`src/verilog/cache_geom_pkg.sv`:
```
`default_nettype none

package cache_geom_pkg;

	localparam int ADDR_W   = 32;  // Byte address
	localparam int LINE_W   = 128; // 16 bytes per line
	localparam int OFFSET_W = 4;
	localparam int INDEX_W  = 2;
	localparam int TAG_W    = ADDR_W - INDEX_W - OFFSET_W;

	localparam int NUM_SETS = 1 << INDEX_W;
	localparam int NUM_WAYS = 2;

	// address = tag | index | offset
	typedef logic [ADDR_W-1:0]   addr_t;
	typedef logic [31:0]         word_t;
	typedef logic [LINE_W-1:0]   line_t;
	typedef logic [TAG_W-1:0]    tag_t;
	typedef logic [INDEX_W-1:0]  index_t;
	typedef logic [OFFSET_W-1:0] offset_t;

endpackage

`default_nettype wire

```
`src/verilog/mem_bus_pkg.sv`:
```
`default_nettype none

package mem_bus_pkg;

	import cache_geom_pkg::*;

	localparam int LINE_ADDR_W = ADDR_W - OFFSET_W;
	localparam int MEM_ADDR_W  = 8;  // Backing memory depth in lines
	localparam int MEM_LINES   = 1 << MEM_ADDR_W;
	localparam int MEM_LATENCY = 3;  // Wait cycles before mem_ack

	// Processor request, held until cpu_done
	typedef struct packed {
		addr_t addr;
		word_t wdata;
		logic  write;
		logic  byte_en;  // Byte access, else word
	} cpu_req_t;

	typedef struct packed {
		word_t rdata;
		logic  hit;  // Completed without a memory transaction
	} cpu_rsp_t;

	// Line-wide memory request
	typedef struct packed {
		logic [LINE_ADDR_W-1:0] line_addr;
		line_t                  wdata;
		logic                   write;
	} mem_req_t;

endpackage

`default_nettype wire

```
`src/verilog/cache_way.sv`:
```
`timescale 1ns/100ps
`default_nettype none

module cache_way
	import cache_geom_pkg::*;
(
	input  wire          clk,
	input  wire          reset,
	input  wire index_t  index,
	input  wire tag_t    tag,
	input  wire offset_t offset,
	// Processor write, hit only
	input  wire          wr_en,
	input  wire          wr_byte,
	input  wire word_t   wr_data,
	// Line fill from memory
	input  wire          fill_en,
	input  wire line_t   fill_line,
	input  wire tag_t    fill_tag,
	output logic         hit,
	output logic         valid,
	output logic         dirty,
	output tag_t         stored_tag,
	output line_t        line
);

	logic [NUM_SETS-1:0] valid_bits;
	logic [NUM_SETS-1:0] dirty_bits;
	tag_t                tags  [NUM_SETS];
	line_t               lines [NUM_SETS];

	// Lookup
	assign valid      = valid_bits[index];
	assign dirty      = dirty_bits[index];
	assign stored_tag = tags[index];
	assign line       = lines[index];
	assign hit        = valid && (stored_tag == tag);

	//////////////////////////////////////////////////////////////////////
	// Line and tag storage
	//////////////////////////////////////////////////////////////////////

	always_ff @(posedge clk) begin
		if (fill_en) begin
			lines[index] <= fill_line;
			tags[index]  <= fill_tag;
		end else if (wr_en) begin
			if (wr_byte)
				lines[index][{offset, 3'b000} +: 8] <= wr_data[7:0];
			else
				lines[index][{offset[3:2], 5'b00000} +: 32] <= wr_data; // Word aligned
		end
	end

	// Valid and dirty state
	always_ff @(posedge clk) begin
		if (reset) begin
			valid_bits <= '0;
			dirty_bits <= '0;
		end else if (fill_en) begin
			valid_bits[index] <= 1'b1;
			dirty_bits[index] <= 1'b0; // Fresh copy of memory
		end else if (wr_en) begin
			dirty_bits[index] <= 1'b1;
		end
	end

	// Controller never writes and fills the same way in one cycle
	a_wr_fill_excl: assert property (@(posedge clk) disable iff (reset)
		!(wr_en && fill_en))
		else $error("cache_way: write and fill together");

endmodule

`default_nettype wire

```
`src/verilog/cache_2way.sv`:
```
`timescale 1ns/100ps
`default_nettype none

module cache_2way
	import cache_geom_pkg::*;
	import mem_bus_pkg::*;
(
	input  wire           clk,
	input  wire           reset,
	input  wire cpu_req_t cpu_req,
	input  wire           cpu_req_valid,
	output cpu_rsp_t      cpu_rsp,
	output logic          cpu_done,
	// Memory side
	output mem_req_t      mem_req,
	output logic          mem_req_valid,
	input  wire           mem_ack,
	input  wire line_t    mem_rdata
);

	typedef enum logic [1:0] {
		IDLE,
		WRITE_BACK,
		FILL,
		DONE
	} state_t;

	state_t state;

	tag_t    req_tag;
	index_t  req_index;
	offset_t req_offset;

	logic [NUM_WAYS-1:0] way_hit;
	logic [NUM_WAYS-1:0] way_valid;
	logic [NUM_WAYS-1:0] way_dirty;
	logic [NUM_WAYS-1:0] way_wr;
	logic [NUM_WAYS-1:0] way_fill;
	tag_t                way_tag  [NUM_WAYS];
	line_t               way_line [NUM_WAYS];

	logic [NUM_SETS-1:0] lru;  // Per set, way to replace next
	logic     victim;          // Way chosen at the miss
	logic     victim_pick;
	logic     victim_dirty;
	logic     miss_seen;       // Access needed a fill
	logic     req_valid;
	logic     lookup;
	logic     any_hit;
	line_t    hit_line;
	word_t    hit_word;
	word_t    hit_byte;
	cpu_rsp_t rsp;

	assign req_tag    = cpu_req.addr[ADDR_W-1 -: TAG_W];
	assign req_index  = cpu_req.addr[OFFSET_W +: INDEX_W];
	assign req_offset = cpu_req.addr[OFFSET_W-1:0];

	assign lookup  = (state == IDLE) && cpu_req_valid;
	assign any_hit = |way_hit;

	//////////////////////////////////////////////////////////////////////
	// Ways
	//////////////////////////////////////////////////////////////////////

	for (genvar w = 0; w < NUM_WAYS; w++) begin : g_way
		assign way_wr[w]   = lookup && cpu_req.write && way_hit[w];
		assign way_fill[w] = (state == FILL) && mem_ack && (victim == 1'(w));

		cache_way u_way (
			.clk        (clk),
			.reset      (reset),
			.index      (req_index),
			.tag        (req_tag),
			.offset     (req_offset),
			.wr_en      (way_wr[w]),
			.wr_byte    (cpu_req.byte_en),
			.wr_data    (cpu_req.wdata),
			.fill_en    (way_fill[w]),
			.fill_line  (mem_rdata),
			.fill_tag   (req_tag),
			.hit        (way_hit[w]),
			.valid      (way_valid[w]),
			.dirty      (way_dirty[w]),
			.stored_tag (way_tag[w]),
			.line       (way_line[w])
		);
	end

	// Read data from the hit way
	assign hit_line = way_hit[1] ? way_line[1] : way_line[0];
	assign hit_word = hit_line[{req_offset[3:2], 5'b00000} +: 32];
	assign hit_byte = {24'h000000, hit_line[{req_offset, 3'b000} +: 8]};

	// Invalid way first, then LRU
	always_comb begin
		if (!way_valid[0])
			victim_pick = 1'b0;
		else if (!way_valid[1])
			victim_pick = 1'b1;
		else
			victim_pick = lru[req_index];
	end

	assign victim_dirty = way_valid[victim_pick] && way_dirty[victim_pick];

	// Write-back of the victim, else fill of the requested line
	always_comb begin
		mem_req.write = (state == WRITE_BACK);
		mem_req.wdata = way_line[victim];
		if (state == WRITE_BACK)
			mem_req.line_addr = {way_tag[victim], req_index};
		else
			mem_req.line_addr = {req_tag, req_index};
	end

	assign mem_req_valid = req_valid;
	assign cpu_done      = (state == DONE);
	assign cpu_rsp       = rsp;

	//////////////////////////////////////////////////////////////////////
	// Miss FSM
	//////////////////////////////////////////////////////////////////////

	always_ff @(posedge clk) begin
		if (reset) begin
			state     <= IDLE;
			lru       <= '0;
			victim    <= 1'b0;
			miss_seen <= 1'b0;
			req_valid <= 1'b0;
		end else begin
			case (state)
				IDLE: begin
					if (cpu_req_valid && any_hit) begin
						lru[req_index] <= way_hit[0]; // Other way goes next
						miss_seen      <= 1'b0;
						state          <= DONE;
					end else if (cpu_req_valid) begin
						victim    <= victim_pick;
						miss_seen <= 1'b1;
						req_valid <= 1'b1;
						state     <= victim_dirty ? WRITE_BACK : FILL;
					end
				end
				WRITE_BACK: begin
					if (mem_ack) begin
						req_valid <= 1'b0; // One idle cycle before the fill
						state     <= FILL;
					end
				end
				FILL: begin
					if (mem_ack) begin
						req_valid <= 1'b0;
						state     <= IDLE; // Retry the lookup
					end else if (!req_valid) begin
						req_valid <= 1'b1;
					end
				end
				DONE: state <= IDLE;
				default: state <= IDLE;
			endcase
		end
	end

	// Response captured on the hit
	always_ff @(posedge clk) begin
		if (lookup && any_hit) begin
			rsp.rdata <= cpu_req.byte_en ? hit_byte : hit_word;
			rsp.hit   <= !miss_seen;
		end
	end

	a_one_hit: assert property (@(posedge clk) disable iff (reset)
		cpu_req_valid |-> !(way_hit[0] && way_hit[1]))
		else $error("cache_2way: line present in both ways");

	a_idle_no_mem: assert property (@(posedge clk) disable iff (reset)
		(state == IDLE) |-> !mem_req_valid)
		else $error("cache_2way: memory request left open in IDLE");

	a_done_held: assert property (@(posedge clk) disable iff (reset)
		cpu_done |-> cpu_req_valid)
		else $error("cache_2way: request dropped before done");

endmodule

`default_nettype wire

```
`config.mk`:
```
export PLATFORM = sky130hd
export DESIGN_NAME = cache_2way
export DESIGN_NICKNAME = d
export VERILOG_FILES = /design/src/verilog/cache_geom_pkg.sv /design/src/verilog/mem_bus_pkg.sv /design/src/verilog/cache_way.sv /design/src/verilog/cache_2way.sv
export SDC_FILE = /design/constraint.sdc
export NUM_CORES = 2
export LEC_CHECK = 0
export BUFFER_PORTS_ARGS = -buffer_cell sky130_fd_sc_hd__buf_2
export CAP_MARGIN = 25
export CORE_ASPECT_RATIO = 1.1
export CORE_MARGIN = 2
export CORE_UTILIZATION = 45
export CTS_BUF_LIST = sky130_fd_sc_hd__clkbuf_8
export CTS_CLUSTER_SIZE = 24
export DETAILED_ROUTE_END_ITERATION = 10
export GPL_TIMING_DRIVEN = 0
export HOLD_SLACK_MARGIN = 0.06
export PLACE_DENSITY = 0.7
export SETUP_SLACK_MARGIN = 0.3
export SYNTH_ARGS = -nofsm -noshare
export SYNTH_HDL_FRONTEND = slang
export SYNTH_SLANG_ARGS = --single-unit
```
`constraint.sdc`:
```
create_clock -name clk -period 5.9 [get_ports clk]
set_input_delay 1.18 -clock clk [delete_from_list [all_inputs] [get_ports clk]]
set_output_delay 1.18 -clock clk [all_outputs]
set_load 0.01 [all_outputs]
```
==> summary.txt <==
Status
  – Status: finished clean

Floorplan
  – I/O pin count: between 300 and 400
  – Die width: between 300 and 400 µm
  – Core Area: approximately 130000 µm²
  – Die Footprint: approximately 140000 µm²
  – Row count: 140
  – Die Span Y: between 300 and 400 µm
  – Initial Util: about 45%

Pwr
  – Worst vdd ir: 0.227 mV
  – Total power: a little under 20 mW
  – Clock network fraction of design power: approximately 38%
  – Pwr per Cell Area: between 200 and 300 nW/µm²
  – Sw Pwr: 5.36 mW
  – Pint: between 10 and 15 mW
  – Leak: between 20 and 25 nW
  – Seq pwr share: approximately 51%
  – Net Sw Frac: between 20% and 30%
  – Comb pwr share: around 11%

STA
  – Max Clk Rate: 173 MHz
  – Worst slew pin tran: 1.29 ns
  – Max Transition Viols Final: 0
  – Layout Skew: 0.0857 ns
  – RSZ-0062 raised after global routing: true
  – Final Cycle Share: 97.9%
  – Setup violators final: 0
  – Min Tclk post-route: 5.78 ns
  – Final hold vios: 0
  – Hold_ws: between 0.4 and 0.5 ns
  – Relative slew slack: approximately 14%

Synth
  – Adder-cell share of the synthesized area: 0.168%
  – Post-Synth Simple-Gate Area: approximately 6.0%
  – XOR/XNOR share of the synthesized area: less than 1%
  – Post-synthesis mux area share: about a fifth
  – Netlist cell types: between 70 and 80
  – Dominant cell type by area after synthesis: edfxtp_1
  – Yosys top cell area share: 63.8%
  – EDFF count, synth: approximately 1300
  – Largest family of logic cells by synthesized area: multiplexers
  – Netlist Area Pre-Place: around 60000 µm²
  – Ys flop type: edfxtp_1
  – Number of synthesized register bits: between 1000 and 1500
  – Syn Inst Count: 3807
  – Share of flip-flops with an asynchronous set or reset: 0%
  – Synth Area in Compound Gates: 6.21%
  – Post-synthesis average cell area: between 15 and 20 µm²
  – Seq/Total Area, Yosys: 64.6%
  – Ys Warns: 0
  – Synth top area cells: edfxtp_1 (64%), mux4_2 (13%), mux2i_1 (3.8%)
  – Synth Net Count: 4013

Place
  – DP Area: 64600 µm²
  – Port Buf Inserts: roughly 380
  – DP Wirelength: between 200000 and 250000 µm
  – Final Wtd Congestion: around 1.1

Layout
  – Area growth from synthesis to final layout: 16.9%
  – Most common cell after layout, fill and taps aside: edfxtp_1
  – Layout Nets: 4648
  – Final Cell Area: 69600 µm²
  – Layout cell share with drive strength beyond 1: between 30% and 40%
  – Most frequent cells in the layout: edfxtp_1 (1265), buf_2 (410), mux4_2 (333)
  – Filler cells: between 10000 and 15000

CTS
  – Clock root cell: clkbuf_8
  – Clock sink total: 1290
  – Hold_buf cts: 0
  – CTS tree: built
  – TritonCTS Buffers: 200
  – Reg clk slew, reported paths: 0.06 ns
  – Worst-case clock buffer depth: 3
  – Worst skew pair latency: 1.02 ns
  – H-Tree Depth: 4

Worst setup path
  – Flop-to-flop setup slack: 0.43 ns
  – Crit. End Element: flip-flop
  – Startpoint Class: primary input
  – Req. time, crit path: approximately 6.6 ns
  – Capturing point of the worst reg2reg path: cpu_rsp[6]$_DFFE_PP_
  – Max FO, Critical Path: 10
  – Worst setup path startpoint: cpu_req[38]
  – CP Buf/Inv Count: 6
  – FF-to-FF Start: g_way[1].u_way.tags[3][0]$_DFFE_PP_
  – Critical Path Most Common Cell: buf_4
  – Critical path arrival: approximately 6.4 ns
  – Critical-path cell list: buf_2, buf_4, mux4_2, xnor2_2, nand4_1, a211oi_2, nand4_1, buf_4, buf_2, buf_4, buf_4, mux2i_1, o22ai_1, nor4_1, a311oi_2
  – Critical path endpoint: cpu_rsp[6]$_DFFE_PP_
  – CP max stage cell: mux2i_1
  – Slowest stage delay, CP: a little under 0.9 ns
  – CP Depth: 15
  – R2R cell count: 13
  – Crit Path Class: in2reg
  – Top delay family on crit path: buffers and inverters

Global route
  – Largest net degree at the start of global routing: 22
  – Initial antenna violation count: 26
  – Vias in the first global route: just over 40000
  – GRT Util Overall: 39.6%
  – Total grt overflow: 0
  – First-pass GRT wire length: roughly 350000 µm

Detailed routing
  – Drt via density: 6.70
  – ANT nets after route: 0
  – Routed length per instance: approximately 42 µm
  – DR vias: between 40000 and 50000
  – Post-route DRC: 0
  – Drt first-iter violations: between 7000 and 8000
  – Initial DRT Pass Iterations: 8
  – Final Routed Wirelength: approximately 270000 µm

Flow run
  – MaxCap Viol Count: 0

Min path
  – HP Class: reg2reg
## layout make-up
type                       count  area, µm²  area share, %
buffer                       289       1730           2.49
tap                         1775       2220           3.19
clock buffer                 207       2850           4.09
antenna                       18       45.0         0.0647
inverter                      21       80.1          0.115
timing repair buffer         433       2750           3.95
sequential                  1290      38500           55.3
multi-input combinational   2207      20400           29.3
clock inverter               162       1050           1.51
## layer usage
metal,global-route usage [%],part of all wire [%],up-vias
met3,12.9,13,878
met4,29.9,9.3,16
met5,0,0.047,-
li1,-,-,16452
met1,48.0,33,21829
met2,59.1,44,3745
## worst min path at each step
stage	endpoint	slack, ns	cells past startpoint	startpoint
after floorplan	cpu_rsp[0]$_DFFE_PP_	0.43	1	miss_seen$_SDFFE_PP0P_
after global placement	g_way[0].u_way.valid_bits[1]$_SDFFE_PP0P_	0.44	2	g_way[0].u_way.valid_bits[1]$_SDFFE_PP0P_
after detailed placement	g_way[1].u_way.valid_bits[2]$_SDFFE_PP0P_	0.46	2	g_way[1].u_way.valid_bits[2]$_SDFFE_PP0P_
after CTS	state[1]$_SDFFE_PP0P_	0.45	3	cpu_req_valid
after global routing	lru[2]$_SDFFE_PP0P_	0.49	2	lru[2]$_SDFFE_PP0P_
final	g_way[1].u_way.valid_bits[2]$_SDFFE_PP0P_	0.47	2	g_way[1].u_way.valid_bits[2]$_SDFFE_PP0P_
## per-stage QoR
| stage | setup TNS [ns] | setup WS, ns | util, % | instances |
|---|---|---|---|---|
| CTS | 0 | 0.199 | 52.5 | 6378 |
| floorplan | 0 | 0.921 | - | 3807 |
| finish | 0 | 0.124 | 52.8 | 6402 |
| global route | 0 | 0.162 | 52.8 | 6388 |
| global placement | -6323.19 | -4.44 | 48.3 | 5961 |
| detailed placement | -3905.18 | -3.16 | 48.9 | 6005 |
## cell usage after synthesis (all sizes together) (4+ instances only)
cell type	n
edfxtp	1265
mux4	334
nor2	317
a21oi	312
mux2i	225
nand2	222
clkbuf	194
mux2	189
buf	95
o21ai	80
a22o	65
nand3	55
a211oi	51
xnor2	50
nor2b	47
nor3	41
and2	32
nand4	27
dfxtp	25
a31oi	24
inv	19
nand2b	11
o22ai	11
and3	9
o211ai	9
or3	9
ha	8
a221oi	7
a2111oi	6
a21o	6
and4	4
nor4	4
xor2	4
## flip-flops by register name, indices dropped and copies added (netlist names), named ones only
| name | cells |
|---|---|
| g_way.u_way.lines | 1024 |
| g_way.u_way.tags | 208 |
| cpu_rsp | 33 |
| g_way.u_way.valid_bits | 8 |
| lru | 4 |
| state | 2 |
| mem_req_valid | 1 |
| miss_seen | 1 |
| victim | 1 |
## cells by family (layout without fill, tap and decap cells)
logic type	after synthesis	count (layout)
flops	1290	1290
xor+xnor	54	54
mux	748	748
buf+inv	310	1112
simple gates	791	791
fa+ha+maj	8	8
compound gates	606	606
other cells	0	18
## power by group through the flow
stage | logic (mW) | clock network, mW | registers, mW
2_1_floorplan | 0.970 | 0 | 10.3
3_3_place_gp | 2.01 | 0 | 10.3
3_5_place_dp | 2.05 | 0 | 10.3
4_1_cts | 2.10 | 7.47 | 10.1
5_1_grt | 2.22 | 7.84 | 10.1
6_report | 2.22 | 7.50 | 10.1
## timing repair
| action | 4_1_cts | 5_1_grt |
|---|---|---|
| endpoints found under the setup margin | 2261 | 544 |
| gates resized for setup | 263 | 75 |
| buffers inserted | 4 | 3 |
| pin swaps | 2 | 1 |
## worst reg2reg max path, cell delays in order, from the launching register on
cell and delay [ns]:
edfxtp_1 0.36, mux4_2 0.53, xnor2_2 0.21, nand4_1 0.19
a211oi_2 0.08, nand4_1 0.10, buf_4 0.19, buf_2 0.56
buf_4 0.57, buf_4 0.49, mux2i_1 0.94, o22ai_1 0.22
nor4_1 0.48, a311oi_2 0.20
No activity file was read; power rests on OpenSTA's default activity.
